<file path="src/common/isa_pkg.sv">
/*
 * RV64I subset used by the core. Only the fields of ADD, SUB, AND, OR,
 * XOR, SLT, ADDI, LD, SD, BEQ, BNE and JAL are listed here.
 * Any other encoding is turned into a bubble by the decoder.
 */
package isa_pkg;

    localparam int XLEN = 64;

    typedef logic [XLEN-1:0] data_t;
    typedef logic [31:0]     instr_t;
    typedef logic [4:0]      reg_addr_t;

    // ------------------------------
    // Major opcodes.
    // ------------------------------
    localparam logic [6:0] OP_REG    = 7'b0110011;
    localparam logic [6:0] OP_IMM    = 7'b0010011;
    localparam logic [6:0] OP_LOAD   = 7'b0000011;
    localparam logic [6:0] OP_STORE  = 7'b0100011;
    localparam logic [6:0] OP_BRANCH = 7'b1100011;
    localparam logic [6:0] OP_JAL    = 7'b1101111;

    // Funct3 and funct7 fields.
    localparam logic [2:0] F3_ADD_SUB = 3'b000;
    localparam logic [2:0] F3_SLT     = 3'b010;
    localparam logic [2:0] F3_DW      = 3'b011;
    localparam logic [2:0] F3_XOR     = 3'b100;
    localparam logic [2:0] F3_OR      = 3'b110;
    localparam logic [2:0] F3_AND     = 3'b111;
    localparam logic [2:0] F3_BEQ     = 3'b000;
    localparam logic [2:0] F3_BNE     = 3'b001;
    localparam logic [6:0] F7_BASE    = 7'b0000000;
    localparam logic [6:0] F7_SUB     = 7'b0100000;

    typedef enum logic [2:0] {
        ALU_ADD,
        ALU_SUB,
        ALU_AND,
        ALU_OR,
        ALU_XOR,
        ALU_SLT
    } alu_op_t;

endpackage
</file>
<file path="src/common/pipe_pkg.sv">
/*
 * Stage register contents of the five-stage pipeline.
 * A bubble is an all-zero record: every write enable is low.
 */
package pipe_pkg;

    import isa_pkg::*;

    // Fetch to decode.
    typedef struct packed {
        data_t  pc;
        instr_t instr;
        logic   valid;
    } if_id_t;

    // Decode to execute.
    typedef struct packed {
        alu_op_t   alu_op;
        logic      alu_src_imm;
        logic      reg_we;
        logic      mem_we;
        logic      mem_read;
        logic      branch;
        logic      branch_ne;
        logic      jump;
        data_t     pc;
        data_t     rs1_data;
        data_t     rs2_data;
        reg_addr_t rs1_addr;
        reg_addr_t rs2_addr;
        reg_addr_t rd;
        data_t     imm;
    } id_ex_t;

    // Execute to memory.
    typedef struct packed {
        data_t     alu_res;      // Also the data address.
        data_t     store_data;
        data_t     link;         // Value for rd, pc+4 on JAL.
        reg_addr_t rd;
        logic      reg_we;
        logic      mem_we;
        logic      mem_read;
    } ex_mem_t;

    // Register write from write-back.
    typedef struct packed {
        logic      reg_we;
        reg_addr_t rd;
        data_t     data;
    } wb_t;

    typedef enum logic [1:0] {
        FWD_NONE,
        FWD_MEM,
        FWD_WB
    } fwd_sel_t;

endpackage

</file>
<file path="src/rtl/hazard_unit.sv">
/*
 * Forwarding select, load-use stall and redirect flushes.
 * All outputs are combinational levels for the current cycle.
 * The clock and reset only serve the checks.
 */
`timescale 1ns/1ps

module hazard_unit (
    input  logic               i_clk,
    input  logic               i_arst,
    input  isa_pkg::reg_addr_t dec_rs1_i,
    input  isa_pkg::reg_addr_t dec_rs2_i,
    input  pipe_pkg::id_ex_t   id_ex_i,
    input  pipe_pkg::ex_mem_t  ex_mem_i,
    input  pipe_pkg::wb_t      wb_i,
    input  logic               redirect_i,
    output logic               stall_o,
    output logic               flush_dec_o,
    output logic               flush_exec_o,
    output pipe_pkg::fwd_sel_t fwd_rs1_o,
    output pipe_pkg::fwd_sel_t fwd_rs2_o
);

    import isa_pkg::*;
    import pipe_pkg::*;

    // Youngest producer wins.
    function automatic fwd_sel_t pick(reg_addr_t rs);
        if (ex_mem_i.reg_we && ex_mem_i.rd != '0 && ex_mem_i.rd == rs) begin
            return FWD_MEM;
        end else if (wb_i.reg_we && wb_i.rd != '0 && wb_i.rd == rs) begin
            return FWD_WB;
        end
        return FWD_NONE;
    endfunction

    assign fwd_rs1_o = pick(id_ex_i.rs1_addr);
    assign fwd_rs2_o = pick(id_ex_i.rs2_addr);

    // Load in execute feeding the word in decode.
    assign stall_o = id_ex_i.mem_read && id_ex_i.rd != '0 &&
                     (id_ex_i.rd == dec_rs1_i || id_ex_i.rd == dec_rs2_i);

    assign flush_dec_o  = redirect_i;
    assign flush_exec_o = redirect_i || stall_o;

    a_no_stall_on_redirect : assert property (@(posedge i_clk) disable iff (i_arst)
        !(stall_o && flush_dec_o));

endmodule

</file>
<file path="config.mk">
export PLATFORM = sky130hd
export DESIGN_NAME = hazard_unit
export DESIGN_NICKNAME = d
export VERILOG_FILES = /design/src/common/isa_pkg.sv /design/src/common/pipe_pkg.sv /design/src/rtl/hazard_unit.sv
export SDC_FILE = /design/constraint.sdc
export NUM_CORES = 1
export LEC_CHECK = 0
export ABC_AREA = 0
export BUFFER_PORTS_ARGS = -buffer_cell sky130_fd_sc_hd__buf_4
export CORE_AREA = 2 2 225 227
export DETAILED_ROUTE_END_ITERATION = 10
export DIE_AREA = 0 0 227 229
export GPL_TIMING_DRIVEN = 0
export PLACE_DENSITY = 0.3
export SLEW_MARGIN = 20
export SYNTH_ARGS = -nofsm -noshare
export SYNTH_HDL_FRONTEND = slang
export SYNTH_SLANG_ARGS = --single-unit
</file>
<file path="constraint.sdc">
create_clock -name vclk -period 1.7
set_input_delay 0.17 -clock vclk [all_inputs]
set_output_delay 0.17 -clock vclk [all_outputs]
set_load 0.02 [all_outputs]
</file>
### Word level (Yosys, flattened, before mapping)

Index checks and enable logic that the tools add are counted.

| word-level totals | value |
|---|---|
| register bits | 0 |
| input bits | 564 |
| output and inout port bits | 7 |
| word-level logic and storage cells | 29 |

| operators by class | value |
|---|---|
| reductions and logical operators | 13 |
| equal/unequal tests | 6 |
| multiplexer cells | 10 |

Operators by type and width:

| cell | count |
|---|---|
| 5-bit == test | 6 |
| 5-bit nonzero test | 3 |
| 2-bit 2-to-1 mux | 6 |
| 1-bit logical AND | 8 |
| 1-bit 2-to-1 mux | 4 |
| 1-bit logical OR | 2 |

### Depth between registers and ports, before layout

| logic depth | value |
|---|---|
| word-level depth | 6 |
| mapped depth | 4 |
| gate-level depth less buffers | 4 |

### Worst setup path after synthesis

Ideal clock, no wire load.

| path | value |
|---|---|
| kind | input port to output port |
| from | input port ex_mem_i[6] (netlist bit) |
| to | output port fwd_rs1_o[1] |
| path slack | 0.012 ns |
| data required time | 1.530 ns |
| data arrival time | 1.518 ns |
| path buffers | 0 |
| stages on the path | 4 |
| path through | or4_1 > o21ai_2 > nor4_1 > nor4_2 |

| between the ends | value |
|---|---|
| longest elaborated chain between the ends | 5 |
| elaborated cells on any way between the ends | 7 |
| those cells by class | eq/ne: 1; mux: 3; reduce/logical: 3 |

RTL lines:

| what | RTL line | RTL |
|---|---|---|
| from (decl) | hazard_unit.sv:14 | `input pipe_pkg::ex_mem_t ex_mem_i,` |
| 5-bit nonzero test | hazard_unit.sv:29 | `if (ex_mem_i.reg_we && ex_mem_i.rd != '0 && ex_mem_i.rd == rs) begin` |
| 1-bit logical AND | hazard_unit.sv:29 |  |
| 1-bit logical AND (*) | hazard_unit.sv:29 |  |
| 2-bit 2-to-1 mux / 1-bit 2-to-1 mux (equally long branches) | hazard_unit.sv:29 |  |
| 2-bit 2-to-1 mux (*) | hazard_unit.sv:34 | `return FWD_NONE;` |
| to (decl) | hazard_unit.sv:20 | `output pipe_pkg::fwd_sel_t fwd_rs1_o,` |

Mark *: on every way between the ends. The rest lies on a longest branch, timed or not.

### Final worst setup path

| path | value |
|---|---|
| from | input port ex_mem_i[3] (netlist bit) |
| to | output port fwd_rs1_o[1] |

The elaborated chain is that of the path after synthesis.

==> metrics.txt <==
time the worst path needs with I/O delays and setup=around 1.9 ns; most frequent cells in the layout=buf_4, xor2_1, xnor2_1; post-synthesis sequential area ratio=0%; critical path startpoint=ex_mem_i[3]; Yosys warning total=0; WL met3=around 260 um; drt drc=0; PwrDens=approximately 130 nW/um2; Final Cycle Share=110%; Seq. cell area=0 um2; final-report hold violation count=0; hold path startpoint=redirect_i; worst slew pin tran=~0.44 ns; input/output buffers=46; max_cap viols=0; first-pass GRT wire length=approximately 4000 um; GRT Residual Overflow=0; Arrival @ worst endpoint=1.69 ns; Netlist cell types=14; Worst setup EP type=output pin; Post-Syn Area=410 um2; RePlAce Congestion=between 0.6 and 0.7; wl on met1=between 1000 and 1500 um; routed vias/inst=~0.72; Post-Synthesis Cells=52; global-route usage over all layers=approximately 1.1%; drt wl/cell=approximately 3.7 um; DIE AREA=52000 um2; initial cell density of the core=less than 1%; area post-placement=around 1600 um2; hold depth=3; Rows=82; layout net count=668; HP Class=primary input to output pin; # IOs=between 500 and 600; Mapped Avg Cell Area=about 7.9 um2; vias in the first global route=around 650; core footprint=49700 um2; most common cell after layout, fill and taps aside=buf_4; Post-DP HPWL=between 2000 and 3000 um; status=finished, violations left; Detailed Route WL=between 2000 and 3000 um; initial DRC count=1; area growth from synthesis to layout=317%; Layout clock buffers=0; Die Y=roughly 230 um; Rel. slew slack=70.6%; DRT Pass-1 Iters=2; DR top layer=met3; met2 routed WL=around 1600 um; Final setup viols=2; seq_cells=0; RSZ-0062 raised after global routing=yes; DR vias=561; hold endpoint=flush_dec_o; VDD IR max=0.0000670 V; initial antenna violation count=0; CP startpoint kind=primary input; critical path type=primary input to output pin; design area=1710 um2; maximum clock frequency=536 MHz; Routed Antenna Nets=0; static leakage=roughly 0.4 nW; Die W=roughly 230 um; Critical Path RT=between 1.5 and 2 ns; Fin Hold WS=~0.63 ns; syn_nets=approximately 620; final worst slack=-0.165 ns; layout cells sized above 1=55.9%; crit path max fanout=2; pin count of the biggest net entering global routing=4; failing checks=setup timing; n_diodes=0; fin. max-slew vios=0
-- synth_stat cells (2+ instances only) --
cell type  number  area share, %
xor2_1         24             51
xnor2_1         6             13
or4_1           5            9.1
nor2_1          3            2.7
nand3_1         2            2.4
nor3_1          2            2.4
nor4_1          2            3.0
nor4_2          2            6.1
-- repair_timing --
action / CTS / global route
resized for setup: 16 / 0
hold buffers: 0 / 0
setup buffers: 4 / 1
pin swaps: 5 / 1
setup endpoints to repair: 2 / 3
-- cell families (layout without fill, tap and decap cells) --
logic type             Yosys count  after routing  share of synthesized area, %
XOR/XNOR                        30             30                          64.0
AND/OR/NAND/NOR                 16             16                          25.9
AO/OA/AOI/OAI                    5              5                          8.23
buffers and inverters            1             51                          1.83
-- where the power goes --
part | total [mW] | internal (mW) | switching [mW]
logic | 0.225 | 0.124 | 0.101
clock network | 0 | 0 | 0
registers | 0 | 0 | 0
-- stage by stage --
stage	setup slack, ns	total power, mW	cells	TNS, ns	util, %
CTS	-0.268	0.233	774	-0.456	3.45
global placement	-0.656	0.203	770	-1.29	3.22
finish	-0.165	0.225	774	-0.265	3.45
detailed placement	-0.657	0.202	770	-1.25	3.22
floorplan	0.0117	0.0738	52	0	-
global route	-0.277	0.248	774	-0.510	3.45
-- per-layer routing --
metal | vias to the layer above | global-route usage (%)
li1 | 284 | -
met1 | 247 | 1.10
met2 | 30 | 2.24
met3 | 0 | 0.218
met4 | 0 | 0
met5 | - | 0
-- how the worst max path moves through the flow --
stage | depth (start not counted) | slack [ns] | endpoint
after floorplan | 4 | 0.01 | fwd_rs1_o[1]
after global placement | 6 | -0.66 | fwd_rs1_o[1]
after detailed placement | 6 | -0.66 | fwd_rs1_o[1]
after CTS | 7 | -0.27 | fwd_rs1_o[1]
after global routing | 7 | -0.28 | fwd_rs1_o[1]
final | 7 | -0.16 | fwd_rs1_o[1]
-- final cells by class --
class	count	area, um2
Fill cell	5984	47900
Tap cell	672	841
Multi-Input combinational cell	51	453
Timing Repair Buffer	50	412
Buffer	1	7.51
-- critical path, stage by stage --
cell and delay (ns):
buf_12 0.10, or4_4 0.54, o21ai_4 0.24, buf_6 0.14, nor4_4 0.04, nor4_4 0.26, buf_4 0.21
Note: power is estimated with default switching activity, not from simulation.
