## config.mk

```make
export PLATFORM = sky130hd
export DESIGN_NAME = fetch_stage
export DESIGN_NICKNAME = d
export VERILOG_FILES = /design/src/common/isa_pkg.sv /design/src/common/pipe_pkg.sv /design/src/fetch/fetch_stage.sv
export SDC_FILE = /design/constraint.sdc
export NUM_CORES = 2
export LEC_CHECK = 0
export ABC_AREA = 0
export ABC_CLOCK_PERIOD_IN_PS = 5800
export BUFFER_PORTS_ARGS = -buffer_cell sky130_fd_sc_hd__buf_2
export CORE_MARGIN = 2
export CORE_UTILIZATION = 40
export CTS_CLUSTER_SIZE = 10
export DETAILED_ROUTE_END_ITERATION = 7
export GPL_TIMING_DRIVEN = 0
export PLACE_DENSITY = 0.62
export SYNTH_ARGS = -nofsm -noshare
export SYNTH_HDL_FRONTEND = slang
export SYNTH_SLANG_ARGS = --single-unit
```

## constraint.sdc

```tcl
create_clock -name i_clk -period 5.8 [get_ports i_clk]
set_input_delay 0 -clock i_clk [delete_from_list [all_inputs] [get_ports i_clk]]
set_output_delay 0 -clock i_clk [all_outputs]
set_load 0.05 [all_outputs]
```

## src/common/isa_pkg.sv

```systemverilog
/*
 * RV64I subset used by the core. Only the fields of ADD, SUB, AND, OR,
 * XOR, SLT, ADDI, LD, SD, BEQ, BNE and JAL are listed here.
 * Any other encoding is turned into a bubble by the decoder.
 */
package isa_pkg;

    localparam int XLEN = 64;

    typedef logic [XLEN-1:0] data_t;
    typedef logic [31:0]     instr_t;
    typedef logic [4:0]      reg_addr_t;

    // ------------------------------
    // Major opcodes.
    // ------------------------------
    localparam logic [6:0] OP_REG    = 7'b0110011;
    localparam logic [6:0] OP_IMM    = 7'b0010011;
    localparam logic [6:0] OP_LOAD   = 7'b0000011;
    localparam logic [6:0] OP_STORE  = 7'b0100011;
    localparam logic [6:0] OP_BRANCH = 7'b1100011;
    localparam logic [6:0] OP_JAL    = 7'b1101111;

    // Funct3 and funct7 fields.
    localparam logic [2:0] F3_ADD_SUB = 3'b000;
    localparam logic [2:0] F3_SLT     = 3'b010;
    localparam logic [2:0] F3_DW      = 3'b011;
    localparam logic [2:0] F3_XOR     = 3'b100;
    localparam logic [2:0] F3_OR      = 3'b110;
    localparam logic [2:0] F3_AND     = 3'b111;
    localparam logic [2:0] F3_BEQ     = 3'b000;
    localparam logic [2:0] F3_BNE     = 3'b001;
    localparam logic [6:0] F7_BASE    = 7'b0000000;
    localparam logic [6:0] F7_SUB     = 7'b0100000;

    typedef enum logic [2:0] {
        ALU_ADD,
        ALU_SUB,
        ALU_AND,
        ALU_OR,
        ALU_XOR,
        ALU_SLT
    } alu_op_t;

endpackage
```

## src/common/pipe_pkg.sv

```systemverilog
/*
 * Stage register contents of the five-stage pipeline.
 * A bubble is an all-zero record: every write enable is low.
 */
package pipe_pkg;

    import isa_pkg::*;

    // Fetch to decode.
    typedef struct packed {
        data_t  pc;
        instr_t instr;
        logic   valid;
    } if_id_t;

    // Decode to execute.
    typedef struct packed {
        alu_op_t   alu_op;
        logic      alu_src_imm;
        logic      reg_we;
        logic      mem_we;
        logic      mem_read;
        logic      branch;
        logic      branch_ne;
        logic      jump;
        data_t     pc;
        data_t     rs1_data;
        data_t     rs2_data;
        reg_addr_t rs1_addr;
        reg_addr_t rs2_addr;
        reg_addr_t rd;
        data_t     imm;
    } id_ex_t;

    // Execute to memory.
    typedef struct packed {
        data_t     alu_res;      // Also the data address.
        data_t     store_data;
        data_t     link;         // Value for rd, pc+4 on JAL.
        reg_addr_t rd;
        logic      reg_we;
        logic      mem_we;
        logic      mem_read;
    } ex_mem_t;

    // Register write from write-back.
    typedef struct packed {
        logic      reg_we;
        reg_addr_t rd;
        data_t     data;
    } wb_t;

    typedef enum logic [1:0] {
        FWD_NONE,
        FWD_MEM,
        FWD_WB
    } fwd_sel_t;

endpackage

```

## src/fetch/fetch_stage.sv

```systemverilog
/*
 * PC and word-wide instruction memory. The write port takes a word
 * index, not a byte address. The PC is held at 0 while run_i is low.
 * A redirect wins over a stall.
 */
`timescale 1ns/1ps

module fetch_stage #(
    parameter int IMEM_DEPTH = 64
) (
    input  logic             i_clk,
    input  logic             i_arst,
    input  logic             run_i,
    input  logic             imem_we_i,
    input  isa_pkg::data_t   imem_addr_i,
    input  isa_pkg::instr_t  imem_data_i,
    input  logic             stall_i,
    input  logic             flush_i,
    input  logic             redirect_i,
    input  isa_pkg::data_t   target_i,
    output pipe_pkg::if_id_t if_id_o
);

    import isa_pkg::*;

    localparam int IA_W = $clog2(IMEM_DEPTH);

    instr_t imem [IMEM_DEPTH];
    data_t  pc;

    always_ff @(posedge i_clk) begin
        if (imem_we_i) begin
            imem[imem_addr_i[IA_W-1:0]] <= imem_data_i;
        end
    end

    always_ff @(posedge i_clk or posedge i_arst) begin
        if (i_arst) begin
            pc      <= '0;
            if_id_o <= '0;
        end else if (!run_i) begin
            pc            <= '0;
            if_id_o.valid <= 1'b0;
        end else begin
            if (redirect_i) begin
                pc <= target_i;
            end else if (!stall_i) begin
                pc <= pc + 64'd4;
            end
            // Flush drops the word in flight to decode.
            if (flush_i) begin
                if_id_o.valid <= 1'b0;
            end else if (!stall_i) begin
                if_id_o.pc    <= pc;
                if_id_o.instr <= imem[pc[IA_W+1:2]];
                if_id_o.valid <= 1'b1;
            end
        end
    end

    a_imem_addr : assert property (@(posedge i_clk) disable iff (i_arst)
        imem_we_i |-> imem_addr_i < data_t'(IMEM_DEPTH));

endmodule

```

# == Yosys cells after proc, flatten, opt, wreduce, memory -nomap -nowiden ==
# Memories as Yosys holds them, arrays and structs flattened. A register that Yosys moved wholly into a read port is not among the register bits.
# Cells that the tools add are included.
# totals
reg_bits,129
ramBits,2048
in_bits,167
output_inout_bits,97
word_cells,18
n_memories,1
# mem_list
name,depth,width,rd,rd_clocked_by_memory_dff,wr,line_no,source
imem,64,32,1,1,1,fetch_stage.sv:28,instr_t imem [IMEM_DEPTH];
# classes
add_sub_neg,1
n_eq_ne,2
mux,8
n_bitwise,2
n_reduce_logical,1
# op_table
op,count
64-bit two-way mux,3
"64-bit by 3-bit adder with 64-bit output, second input constant",1
"3-bit by 2-bit inequality test with 1-bit output, second input constant",2
1-bit two-way mux,5
3-bit AND reduction,1
1-bit NOT,2

# == Logic depth before layout (Yosys ltp) ==
# depth
depth_word,4
mapped_depth,11
ltp_nobuf,6

# == Worst setup path after synthesis ==
# Ideal clock, no wire load.
# synth_timing
kind,input to register
from,input port imem_addr_i[3]
to,memory imem[48][0] in the netlist's numbering (enable)
setup_time_ps,461
t_arrival_ps,2699
required_time_ps,5339
path_slack_ps,2640
stages,4
n_path_buf,1
path_cell_list,clkbuf_1 > nor2b_1 > nand4b_1 > nor3_1
# synth_rtl
item,line_no,source
from (decl),fetch_stage.sv:15,"input isa_pkg::data_t imem_addr_i,"
to (decl),fetch_stage.sv:28,
# Straight into the memory's write port.

==> run metrics <==
outcome finished, violations left; failing checks capacitance limit, slew limit; Starting Density 40.2%; min-delay worst type in2reg; Root Buffer clkbuf_16; DR vias 48485; relative slew slack -8.64%; # DRC 0; Layout Nets 5221; Synth async-reset ratio 7.29%; static leakage 32.2 nW; WHS 0.00685 ns; Pre-antenna DRT Iters 8; number of I/O port buffers 200; count of cell types in the netlist 72; Clock power frac 39.9%; total CTS buffers 241; Die H 468 um; crit path max fanout 10; slowest stage delay, CP 1.00 ns; CTS resizes 0; Slew Viols, Final 22; final wirelength 271000 um; io pins 264; initial drt markers 7431; Sw Ratio 23.8%; htree depth 4; crit-path cells buf_2 > clkbuf_1 > buf_2 > clkbuf_1 > buf_1 > o211ai_1 > a211oi_1 > o21ai_0; Syn Std Cell Area 86000 um^2; Psw 0.00823 W; Filler cells 17560; post-synthesis cell count 4339; Final Hold Viols 0; Logic pwr share 8.6%; die footprint 219000 um^2; Worst path top cell family by delay buffers and inverters; YS warnings 0; Worst Path Arrival 5.93 ns; initial antenna violation count 20; gr ovfl total 0; Reg power frac 51.5%; Util after Layout 47.4%; Net Count, Synth 4507; layout cells sized above 1 24.1%; CTS tree built; Tmin final 5.23 ns; clk_lat worst skew 0.88 ns; number of global-route vias before repair 47864; Top FF cell, synth edfxtp_1; max-cap violation count 2; Final Cell Area 102000 um^2; FMAX 191 MHz; Critical Path RT 6.50 ns; Post-CTS Setup Bufs 0; power density over the cells 341 nW/um^2; Area Growth Syn to Fin 18.1%; Vias/cell 6.03; Period Utilization, post-route 90.2%; FF+latch count, synth 2209; maximum VDD drop 0.000254 V; Yosys top cell area share 71.5%; clock sinks 2209; sequential share of the synthesized area 76.2%; dpl hpwl 180000 um; Reg clk slew, reported paths 0.06 ns; count of flip-flops with a built-in enable after synthesis 2048; global-route wire length before repair 374000 um; num rows 170; top post-synthesis cells by area edfxtp_1 72%, mux4_2 12%, dfrtp_1 4.7%; average size of a mapped cell 19.8 um^2; DIE WIDTH 468 um; RePlAce Congestion 0.923; setup violators final 0; Detail Route Antenna Nets 0; critical path class reg2reg; crit path launch type register; endpoint type of the worst setup path register; gr usage total 24.5%; Int Pwr 0.0264 W; Max clock buf depth 3; RSZ-0062 raised after global routing no; dpl cell area 92700 um^2; WP buf/inv 5; synth cell count leaders 2048 x edfxtp_1, 454 x mux4_2, 241 x nand2_1; core area 214000 um^2; Worst Tran Pin Value 1.63 ns; clk_skew 0.0388 ns; drt wl/cell 33.7 um; post-synth top area cell edfxtp_1; CP max-delay cell a211oi_1; largest net degree at the start of global routing 84; most frequent cell after synthesis edfxtp_1
## logic make-up after synthesis
| kind of cell | share of synthesized area (%) |
|---|---|
| AOI/OAI and AO/OA | 4.41 |
| xor gates and xnor gates | 0.265 |
| adders and majority gates | 0.0145 |
| buffers and inverters | 1.50 |
| DFF | 76.2 |
| muxes | 13.9 |
| and+or+nand+nor | 3.69 |
## registers in the layout (all words and copies together) (netlist names)
register  cells
if_id_o      97
imem       2048
pc           64
## stage by stage
step                setup WS, ns  std cells  total power (W)  TNS [ns]
finish                     0.569       8040           0.0346         0
global route               0.783       8036           0.0355         0
CTS                        0.840       8029           0.0347         0
detailed placement         0.867       7460           0.0210         0
global placement           -1.24       7377           0.0209   -194.78
floorplan                   1.45       4339           0.0197         0
## final timing paths
kind	start	end	slack (ns)	depth (start not counted)
min in group asynchronous	i_arst	if_id_o[93]	0.41	4
setup / recovery	pc[4]	if_id_o[9]	0.57	8
max in group asynchronous	i_arst	if_id_o[6]	4.40	5
setup reg to reg	pc[4]	if_id_o[9]	0.57	8
hold reg to reg	pc[0]	if_id_o[33]	0.47	2
hold / removal	imem_data_i[26]	imem[36][26]	0.007	1
## metal layers
layer,GRT usage [%],vias to the layer above,wire [um]
li1,-,19361,-
met1,33.3,25581,104000
met3,6.15,518,30900
met4,9.44,6,11400
met2,38.0,3019,125000
met5,0,-,37
## cell type report
cell class / count / area, um^2 / share of cell area, %
Sequential cell: 2209 / 65500 / 64.5
Multi-Input combinational cell: 1861 / 19700 / 19.4
Clock buffer: 372 / 6640 / 6.53
Timing Repair Buffer: 471 / 4580 / 4.51
Tap cell: 2838 / 3550 / 3.50
Buffer: 252 / 1230 / 1.21
Clock inverter: 14 / 283 / 0.278
Inverter: 17 / 71.3 / 0.0702
Antenna cell: 6 / 15.0 / 0.0148
## power groups by stage
| stage | clock, W | sequential [W] | combinational (W) |
|---|---|---|---|
| 6_report | 0.0138 | 0.0178 | 0.00296 |
| 3_3_place_gp | 0 | 0.0182 | 0.00274 |
| 2_1_floorplan | 0 | 0.0185 | 0.00121 |
| 3_5_place_dp | 0 | 0.0182 | 0.00281 |
| 5_1_grt | 0.0146 | 0.0179 | 0.00308 |
| 4_1_cts | 0.0139 | 0.0178 | 0.00292 |
## what timing repair did
| item | CTS | global route |
|---|---|---|
| endpoints found under the hold margin | 1347 | 256 |
| hold buffers | 183 | 4 |
| setup endpoints to repair | 0 | 0 |
## cells in the final DEF, fill, tap and decap left out, drive strengths merged, types with 77 or more instances in the layout
cell	count
edfxtp	2048
clkbuf	490
mux4	454
buf	418
nand2	241
dlygate4sd3	187
dfrtp	161
nor2	157
mux2i	138
o21ai	116
a22oi	77
## worst reg2reg max path: stages (launching register included)
cell and delay, ns:
dfrtp_1 0.34, buf_2 0.36, clkbuf_1 0.73, buf_2 0.56, clkbuf_1 0.81, buf_1 0.84, o211ai_1 0.23, a211oi_1 1.00
o21ai_0 0.20
(Power assumes the default switching activity.)
