File: src/common/isa_pkg.sv
/*
 * RV64I subset used by the core. Only the fields of ADD, SUB, AND, OR,
 * XOR, SLT, ADDI, LD, SD, BEQ, BNE and JAL are listed here.
 * Any other encoding is turned into a bubble by the decoder.
 */
package isa_pkg;

    localparam int XLEN = 64;

    typedef logic [XLEN-1:0] data_t;
    typedef logic [31:0]     instr_t;
    typedef logic [4:0]      reg_addr_t;

    // ------------------------------
    // Major opcodes.
    // ------------------------------
    localparam logic [6:0] OP_REG    = 7'b0110011;
    localparam logic [6:0] OP_IMM    = 7'b0010011;
    localparam logic [6:0] OP_LOAD   = 7'b0000011;
    localparam logic [6:0] OP_STORE  = 7'b0100011;
    localparam logic [6:0] OP_BRANCH = 7'b1100011;
    localparam logic [6:0] OP_JAL    = 7'b1101111;

    // Funct3 and funct7 fields.
    localparam logic [2:0] F3_ADD_SUB = 3'b000;
    localparam logic [2:0] F3_SLT     = 3'b010;
    localparam logic [2:0] F3_DW      = 3'b011;
    localparam logic [2:0] F3_XOR     = 3'b100;
    localparam logic [2:0] F3_OR      = 3'b110;
    localparam logic [2:0] F3_AND     = 3'b111;
    localparam logic [2:0] F3_BEQ     = 3'b000;
    localparam logic [2:0] F3_BNE     = 3'b001;
    localparam logic [6:0] F7_BASE    = 7'b0000000;
    localparam logic [6:0] F7_SUB     = 7'b0100000;

    typedef enum logic [2:0] {
        ALU_ADD,
        ALU_SUB,
        ALU_AND,
        ALU_OR,
        ALU_XOR,
        ALU_SLT
    } alu_op_t;

endpackage
File: src/common/pipe_pkg.sv
/*
 * Stage register contents of the five-stage pipeline.
 * A bubble is an all-zero record: every write enable is low.
 */
package pipe_pkg;

    import isa_pkg::*;

    // Fetch to decode.
    typedef struct packed {
        data_t  pc;
        instr_t instr;
        logic   valid;
    } if_id_t;

    // Decode to execute.
    typedef struct packed {
        alu_op_t   alu_op;
        logic      alu_src_imm;
        logic      reg_we;
        logic      mem_we;
        logic      mem_read;
        logic      branch;
        logic      branch_ne;
        logic      jump;
        data_t     pc;
        data_t     rs1_data;
        data_t     rs2_data;
        reg_addr_t rs1_addr;
        reg_addr_t rs2_addr;
        reg_addr_t rd;
        data_t     imm;
    } id_ex_t;

    // Execute to memory.
    typedef struct packed {
        data_t     alu_res;      // Also the data address.
        data_t     store_data;
        data_t     link;         // Value for rd, pc+4 on JAL.
        reg_addr_t rd;
        logic      reg_we;
        logic      mem_we;
        logic      mem_read;
    } ex_mem_t;

    // Register write from write-back.
    typedef struct packed {
        logic      reg_we;
        reg_addr_t rd;
        data_t     data;
    } wb_t;

    typedef enum logic [1:0] {
        FWD_NONE,
        FWD_MEM,
        FWD_WB
    } fwd_sel_t;

endpackage

File: src/execute/execute_stage.sv
/*
 * Operand forwarding, ALU and branch resolution.
 * Redirect is combinational and taken in the same cycle by fetch.
 * SLT compares signed; branch targets are pc + immediate.
 */
`timescale 1ns/1ps

module execute_stage (
    input  logic               i_clk,
    input  logic               i_arst,
    input  pipe_pkg::id_ex_t   id_ex_i,
    input  pipe_pkg::fwd_sel_t fwd_rs1_i,
    input  pipe_pkg::fwd_sel_t fwd_rs2_i,
    input  isa_pkg::data_t     mem_fwd_i,
    input  pipe_pkg::wb_t      wb_i,
    output logic               redirect_o,
    output isa_pkg::data_t     target_o,
    output pipe_pkg::ex_mem_t  ex_mem_o
);

    import isa_pkg::*;
    import pipe_pkg::*;

    data_t op_a;
    data_t op_b_reg;
    data_t op_b;
    data_t alu_out;
    logic  taken;

    function automatic data_t fwd_mux(fwd_sel_t sel, data_t reg_val);
        case (sel)
            FWD_MEM: return mem_fwd_i;
            FWD_WB:  return wb_i.data;
            default: return reg_val;
        endcase
    endfunction

    assign op_a     = fwd_mux(fwd_rs1_i, id_ex_i.rs1_data);
    assign op_b_reg = fwd_mux(fwd_rs2_i, id_ex_i.rs2_data);
    assign op_b     = id_ex_i.alu_src_imm ? id_ex_i.imm : op_b_reg;

    // ------------------------------
    // ALU.
    // ------------------------------
    always_comb begin
        case (id_ex_i.alu_op)
            ALU_SUB: alu_out = op_a - op_b;
            ALU_AND: alu_out = op_a & op_b;
            ALU_OR:  alu_out = op_a | op_b;
            ALU_XOR: alu_out = op_a ^ op_b;
            ALU_SLT: alu_out = {{(XLEN-1){1'b0}}, $signed(op_a) < $signed(op_b)};
            default: alu_out = op_a + op_b;
        endcase
    end

    // BNE inverts the equality test.
    assign taken      = id_ex_i.branch && ((op_a == op_b_reg) != id_ex_i.branch_ne);
    assign redirect_o = taken || id_ex_i.jump;
    assign target_o   = id_ex_i.pc + id_ex_i.imm;

    always_ff @(posedge i_clk or posedge i_arst) begin
        if (i_arst) begin
            ex_mem_o <= '0;
        end else begin
            ex_mem_o.alu_res    <= alu_out;
            ex_mem_o.store_data <= op_b_reg;
            ex_mem_o.link       <= id_ex_i.jump ? id_ex_i.pc + 64'd4 : alu_out;
            ex_mem_o.rd         <= id_ex_i.rd;
            ex_mem_o.reg_we     <= id_ex_i.reg_we;
            ex_mem_o.mem_we     <= id_ex_i.mem_we;
            ex_mem_o.mem_read   <= id_ex_i.mem_read;
        end
    end

endmodule

File: config.mk
export PLATFORM = sky130hd
export DESIGN_NAME = execute_stage
export DESIGN_NICKNAME = d
export VERILOG_FILES = /design/src/common/isa_pkg.sv /design/src/common/pipe_pkg.sv /design/src/execute/execute_stage.sv
export SDC_FILE = /design/constraint.sdc
export NUM_CORES = 1
export LEC_CHECK = 0
export BUFFER_PORTS_ARGS = -buffer_cell sky130_fd_sc_hd__buf_4
export CORE_AREA = 2 2 270 272
export DETAILED_ROUTE_END_ITERATION = 6
export DIE_AREA = 0 0 272 274
export HOLD_SLACK_MARGIN = 0.03
export PLACE_DENSITY = 0.6
export SLEW_MARGIN = 20
export SYNTH_ARGS = -nofsm -noshare
export SYNTH_HDL_FRONTEND = slang
export SYNTH_SLANG_ARGS = --single-unit
File: constraint.sdc
create_clock -name i_clk -period 16.9 [get_ports i_clk]
set_input_delay 3.38 -clock i_clk [delete_from_list [all_inputs] [get_ports i_clk]]
set_output_delay 3.38 -clock i_clk [all_outputs]
set_load 0.01 [all_outputs]
# Word-level counts from Yosys, hierarchy flattened
# Cells that the tools add are included.
# word_totals
out_inout_bits,265
regBits,200
inputBits,421
elab_cells,33
# classes
eq_ne,11
addsub,4
n_lt_le_gt_ge,1
n_bitwise,3
n_reduce_logical,2
mux,5
# op_table
cell,n
case mux 64 bit (5 select lines),1
case mux 64 bit (2 select lines),2
adder 64 bit,2
two-way mux 64 bit,2
adder 64 x 3 -> 64 bit (second input constant),1
AND 64 bit,1
== test 64 bit,1
less-than comparator 64 bit,1
OR 64 bit,1
subtractor 64 bit,1
bitwise XOR 64 bit,1
== test 3 x 2 -> 1 bit (second input constant),2
== test 3 bit (second input constant),2
== test 2 x 1 -> 1 bit (second input constant),2
== test 2 bit (second input constant),2
== test 3 x 1 -> 1 bit (second input constant),1
logical AND 1 bit,1
logical OR 1 bit,1
!= test 1 bit,1

# Longest topological paths before layout
# Gate-level depths: netlist (run 1).
# logic_depth
depth_word,6
ltp_mapped,22
mapped_depth_nobuf,20

# Worst setup path after synthesis (run 1)
# Ideal clock, no wire load.
# synth_path
path_type,in2out
startpoint,input id_ex_i[8] (netlist name)
endpoint,output target_o[45]
path_stages,12
path_slack_ns,7.538
t_arrival_ns,5.982
t_required_ns,13.520
n_path_buf,0
path_cell_list,ha_1 a21oi_1 nand3b_1 o31ai_1 o31ai_1 a21o_1 a211oi_1 o21ai_1 a211o_1 a41oi_1 o21ai_1 xor2_1
# synth_via
elab_chain_cells,1
# synth_rtl
item,line,source
"start, declared",execute_stage.sv:11,"input pipe_pkg::id_ex_t id_ex_i,"
adder 64 bit,execute_stage.sv:59,assign target_o = id_ex_i.pc + id_ex_i.imm;
"end, declared",execute_stage.sv:17,"output isa_pkg::data_t target_o,"
# Every way passes these cells.

# Final worst setup path (run 1)
# layout_path
startpoint,input fwd_rs2_i[0]
endpoint,output redirect_o
# layout_via
elab_chain_cells,6
elab_cells_between_ends,7
classes_between,4 x eq/ne; 1 x mux; 2 x reduce/logical
# layout_rtl
item,line,source
"start, declared",execute_stage.sv:13,"input pipe_pkg::fwd_sel_t fwd_rs2_i,"
== test 2 bit / == test 2 x 1 -> 1 bit (equally long branches),execute_stage.sv:31,case (sel)
case mux 64 bit (2 select lines) (*),execute_stage.sv:31,
== test 64 bit (*),execute_stage.sv:57,assign taken = id_ex_i.branch && ((op_a == op_b_reg) != id_ex_i.branch_ne);
!= test 1 bit (*),execute_stage.sv:57,
logical AND 1 bit (*),execute_stage.sv:57,
logical OR 1 bit (*),execute_stage.sv:58,assign redirect_o = taken || id_ex_i.jump;
"end, declared",execute_stage.sv:16,"output logic redirect_o,"
# Every way passes the cells marked *; elsewhere a longest branch is shown, timed or not.

==> results of run 1 <==
-- through the flow --
stage	power, mW	hold WS, ns
5_1_grt	2.96	2.94
2_1_floorplan	1.58	3.41
3_3_place_gp	2.31	3.49
3_5_place_dp	2.31	3.49
4_1_cts	2.79	2.92
6_report	2.84	2.95
-- layout make-up --
class | count | area [um2] | area share
timing repair buffer | 709 | 5320 | 0.162
antenna | 28 | 70.1 | 0.00213
clock inverter | 15 | 184 | 0.00559
inverter | 306 | 1160 | 0.0352
tap | 959 | 1200 | 0.0365
clock buffer | 17 | 425 | 0.0129
sequential | 200 | 5000 | 0.152
multi-input combinational | 2950 | 19500 | 0.594
-- how the worst max path moves through the flow --
stage,start,endpoint,slack (ns)
after floorplan,id_ex_i[8],target_o[45],7.54
after global placement,fwd_rs2_i[0],redirect_o,5.64
after detailed placement,fwd_rs2_i[0],redirect_o,5.66
after CTS,fwd_rs2_i[0],redirect_o,5.64
after global routing,fwd_rs2_i[0],redirect_o,5.53
final,fwd_rs2_i[0],redirect_o,5.49
-- power breakdown --
group	internal [mW]	switching, mW
registers	0.561	0.0286
clock network	0.225	0.248
logic	0.641	1.14
total	1.43	1.41
-- metal layers --
layer  track usage  share of wire
met1         0.548           0.40
met2         0.583           0.41
met3         0.168           0.14
met4         0.166          0.044
met5             0         0.0019
-- cells in the final DEF (no fill, tap or decap), types with 33 or more instances in the layout --
| master | synthesis | routed |
|---|---|---|
| buf_4 | 4 | 709 |
| a21oi_1 | 394 | 393 |
| nor2_1 | 361 | 360 |
| nand2_1 | 325 | 324 |
| inv_1 | 301 | 300 |
| ha_1 | 260 | 256 |
| o21ai_0 | 237 | 232 |
| dfrtp_1 | 200 | 200 |
| xnor2_1 | 187 | 187 |
| a22oi_1 | 157 | 157 |
| nand3_1 | 73 | 73 |
| a21o_1 | 72 | 72 |
| nor3_1 | 68 | 68 |
| nand4_1 | 62 | 62 |
| o21a_1 | 47 | 47 |
| xor2_1 | 47 | 47 |
| o21bai_1 | 43 | 43 |
| mux2_2 | 41 | 41 |
| a211oi_1 | 37 | 37 |
| o31ai_1 | 35 | 35 |
| o211ai_1 | 34 | 34 |
| nor2b_1 | 33 | 33 |
| and3_1 | 33 | 33 |
| o22ai_1 | 33 | 33 |
-- critical path: stages --
cell	delay, ns
buf_4	0.09
inv_1	0.05
ha_4	0.72
buf_4	0.46
buf_4	0.49
nand2_1	0.10
o21a_1	0.19
xnor2_1	0.54
nand4_1	0.29
nor4_1	0.48
nand4_1	0.35
xnor2_1	0.54
nand2_1	0.10
nand2_1	0.08
buf_4	0.12
-- cell families after synthesis --
family,Yosys count,synth area share
flip-flops,200,0.188
XOR/XNOR,234,0.0771
buffers and inverters,536,0.0801
AND/OR/NAND/NOR,1084,0.187
AO/OA/AOI/OAI,1316,0.321
multiplexers,53,0.0220
adder cells (fa/ha/maj),263,0.125
==> results_dict.tcl, run 1 <==
set metrics [dict create \
    post_cts_hold_buffer_count 0 \
    critPathLaunchType "input port" \
    drtIter0Drc 4179 \
    grt_pass1_wl_mm 218 \
    setup_viol 0 \
    coreArea_mm2 0.0720 \
    fp-row-count 99 \
    async_flop_share 1.00 \
    hp-start "id_ex_i[68]" \
    path_class "input port to output port" \
    start_util 0.370 \
    end_kind "output port" \
    final_util 0.457 \
    final_area_mm2 0.0329 \
    gp_congestion 1.05 \
    antenna_left 0 \
    grt_usage 0.411 \
    cts_setup_buffers 0 \
    dpl-instance-area_mm2 0.0322 \
    synth-seq-cells 200 \
    yosys_warnings 0 \
    cts_max_path_buffers 2 \
    synthesis.area_mm2 0.0266 \
    fmaxAchievable_ghz 0.0876 \
    period_minus_slack_ns 11.41 \
    post-dp-hpwl_mm 131 \
    cap_viol_max_count 0 \
    drt_wl_total_mm 160 \
    place_inst 5124 \
    cellPowerDensity_mw_per_mm2 86.4 \
    drive_gt1_frac 0.201 \
    syn_area_per_cell_um2 7.22 \
    max_slew.worst_pin.slew_ns 1.36 \
    antenna_found_initial 59 \
    finalWorstSetupSlack_ns 5.49 \
    power.leakage_nw 15.3 \
    synth_top_area_share 0.188 \
    clkSlewWorstSetupHoldPaths_ns 0.08 \
    synth_edf_count 0 \
    hold_violations 0 \
    nets 4868 \
    routedWlPerCell_um 30.8 \
    ios 686 \
    slew_headroom 0.0826 \
    yosysSeqAreaShare 0.188 \
    ys_top_cells_by_count "394 x a21oi_1, 361 x nor2_1, 325 x nand2_1, 301 x inv_1, 260 x ha_1" \
    worstHoldPathCells 1 \
    finalSetupTns_ns 0 \
    drt_pass1_iterations 7 \
    synth_area_leaders "dfrtp_1 19%, ha_1 12%, a21oi_1 7.4%" \
    worst-path-max-fanout 59 \
    rsz0062_at_grt "no" \
    status "finished, violations left" \
    crit_arrival_ns 8.03 \
    grt_overflow 0 \
    h-tree-depth 4 \
    syn_nets 4370 \
    violations "DRC" \
    num_vias 32166 \
    grt_pass1_vias 29182 \
    nFillCells 7560 \
    areaGrowthSynthToFinish_pct 23.6 \
    dieArea_mm2 0.0745 \
    io_buffers 669 \
    clock-sinks 200 \
    largest_registers "ex_mem_o x200" \
    grt_start_max_net_pins 108 \
    hold_path_end "ex_mem_o[7]" \
    synth_ff_type "dfrtp_1" \
    ys_types 105 \
    routed_via_density 6.20 \
    die_h_um 274 \
    largest_reg_flops 200 \
    required_ns 13.52 \
    post_cts_resized 0 \
    finalCritPeriodShare 0.675 \
    die_w_um 272 \
    tritoncts "built" \
    instances_no_fill 5184 \
    min_path_type "input port to flop" \
    synth.most_common_cell "a21oi_1" \
    dp_slack_ns 5.66 \
    cts_root_buf "clkbuf_16" \
    peakVddDrop_v 0.0000803 \
    drc 14 \
    cts_buffers 17 \
    regMostFlops "ex_mem_o" \
    synthCells 3686 \
    synth_top_cell_by_area "dfrtp_1" \
    drv_slew 0 \
]
Note: power is estimated with default switching activity, not from simulation.
==> inputs of run 2 (changes only) <==
--- a/config.mk
+++ b/config.mk
@@ -6,11 +6,11 @@
 export NUM_CORES = 1
 export LEC_CHECK = 0
 export BUFFER_PORTS_ARGS = -buffer_cell sky130_fd_sc_hd__buf_4
-export CORE_AREA = 2 2 270 272
+export CORE_AREA = 2 2 264 266
 export DETAILED_ROUTE_END_ITERATION = 6
-export DIE_AREA = 0 0 272 274
+export DIE_AREA = 0 0 266 268
 export HOLD_SLACK_MARGIN = 0.03
-export PLACE_DENSITY = 0.6
+export PLACE_DENSITY = 0.63
 export SLEW_MARGIN = 20
 export SYNTH_ARGS = -nofsm -noshare
 export SYNTH_HDL_FRONTEND = slang
==> constraint.sdc (replaced) <==
create_clock -name i_clk -period 10.5 [get_ports i_clk]
set_input_delay 2.1 -clock i_clk [delete_from_list [all_inputs] [get_ports i_clk]]
set_output_delay 2.1 -clock i_clk [all_outputs]
set_load 0.01 [all_outputs]
==> results_dict.tcl, run 2 (synthesis gave the netlist of run 1 again) <==
set metrics [dict create \
    areaGrowthSynthToFinish_pct 24.1 \
    min_path_type "input port to flop" \
    hp-start "id_ex_i[68]" \
    h-tree-depth 4 \
    max_slew.worst_pin.slew_ns 1.41 \
    p_total_mw 4.61 \
    multi_input_area_mm2 0.0195 \
    antenna_found_initial 54 \
    coreArea_mm2 0.0682 \
    met2_length_mm 63.7 \
    end_kind "flop" \
    met1_length_mm 65.1 \
    cts_setup_buffers 0 \
    clock-sinks 200 \
    ios 686 \
    tritoncts "built" \
    post-dp-hpwl_mm 133 \
    fp-row-count 96 \
    finalSetupTns_ns 0 \
    required_ns 10.97 \
    startpoint "fwd_rs2_i[1]" \
    nets 4897 \
    post_cts_resized 0 \
    drtIter0Drc 4657 \
    power.leakage_nw 15.5 \
    cellPowerDensity_mw_per_mm2 140 \
    period_minus_slack_ns 8.31 \
    finalWorstSetupSlack_ns 2.19 \
    peakVddDrop_v 0.000139 \
    hold_violations 0 \
    crit_arrival_ns 8.78 \
    routedWlPerCell_um 31.1 \
    setup_viol 0 \
    post_cts_hold_buffer_count 0 \
    rsz0062_at_grt "no" \
    cts_buffers 17 \
    ff_latch_area_mm2 0.00500 \
    instances_no_fill 5128 \
    slowest_delay_ns 1.07 \
    drc 0 \
    final_common_cell "buf_4" \
    cp_num_buf_inv 3 \
    num_vias 32480 \
    finalCritPeriodShare 0.792 \
    dieArea_mm2 0.0713 \
    highest_layer "met5" \
    die_w_um 266 \
    io_buffers 669 \
    slew_headroom 0.0477 \
    fmaxAchievable_ghz 0.120 \
    dp_slack_ns 2.07 \
    routed_via_density 6.33 \
    grt_pass1_vias 28936 \
    cts_max_path_buffers 2 \
    path_class "input port to flop" \
    final_util 0.484 \
    path_delay_family "compound AO/OA/AOI/OAI gates" \
    antenna_left 0 \
    grt_overflow 0 \
    largest_registers "ex_mem_o x200" \
    nFillCells 7075 \
    path_cells "buf_4, inv_1, ha_2, buf_4, a22oi_1, nor2_1, a21oi_1, o21ai_0, ha_1, nand2_1, nor3_1, nand4_1, a31oi_1, o221ai_1, a31oi_1, o21ai_0, a21oi_1, a211oi_1, o311ai_1, mux2_2" \
    start_util 0.390 \
    largest_reg_flops 200 \
    drv_slew 0 \
    clkSlewWorstSetupHoldPaths_ns 0.10 \
    gp_congestion 1.09 \
    grt_pass1_wl_mm 217 \
    wl_met3_mm 23.8 \
    cpMaxStageDelayCell "o311ai_1" \
    drive_gt1_frac 0.206 \
    grt_start_max_net_pins 103 \
    final_cell_mix "735 x buf_4, 394 x a21oi_1, 359 x nor2_1" \
    die_h_um 268 \
    grt_usage 0.429 \
    regMostFlops "ex_mem_o" \
    drt_pass1_iterations 6 \
    place_inst 5076 \
    drt_wl_total_mm 160 \
    worst-path-max-fanout 20 \
    cts_root_buf "clkbuf_16" \
    status "finished clean" \
    cap_viol_max_count 0 \
    critPathLaunchType "input port" \
]
-- run 2: routing by layer --
layer / global-route usage / vias to the layer above
li1: - / 14279
met3: 0.187 / 322
met5: 0 / -
met4: 0.158 / 54
met2: 0.594 / 2167
met1: 0.583 / 15658
-- run 2: worst paths after layout --
check / end / cells after the start
worst max-delay path: ex_mem_o[65] / 20
worst min-delay path: ex_mem_o[7] / 1
max in group asynchronous: ex_mem_o[151] / 4
min in group asynchronous: ex_mem_o[1] / 2
-- run 2: area by class of cell --
| cell class | instances | area share |
|---|---|---|
| antenna | 20 | 0.00152 |
| clock buffer | 19 | 0.0137 |
| multi-input combinational | 2950 | 0.591 |
| clock inverter | 13 | 0.00474 |
| inverter | 306 | 0.0350 |
| tap | 882 | 0.0334 |
| timing repair buffer | 738 | 0.169 |
| sequential | 200 | 0.152 |
-- run 2: report_power, final --
group	switching (mW)	internal [mW]	leakage (nW)
sequential	0.0480	0.904	2.42
combinational	1.85	1.05	12.7
clock	0.385	0.371	0.299
-- run 2: through the flow --
step	cell area, um2	hold WS (ns)
after floorplan	26600	2.13
after global placement	32400	2.21
after detailed placement	32400	2.21
after CTS	33000	1.65
after global routing	33000	1.67
final	33000	1.68
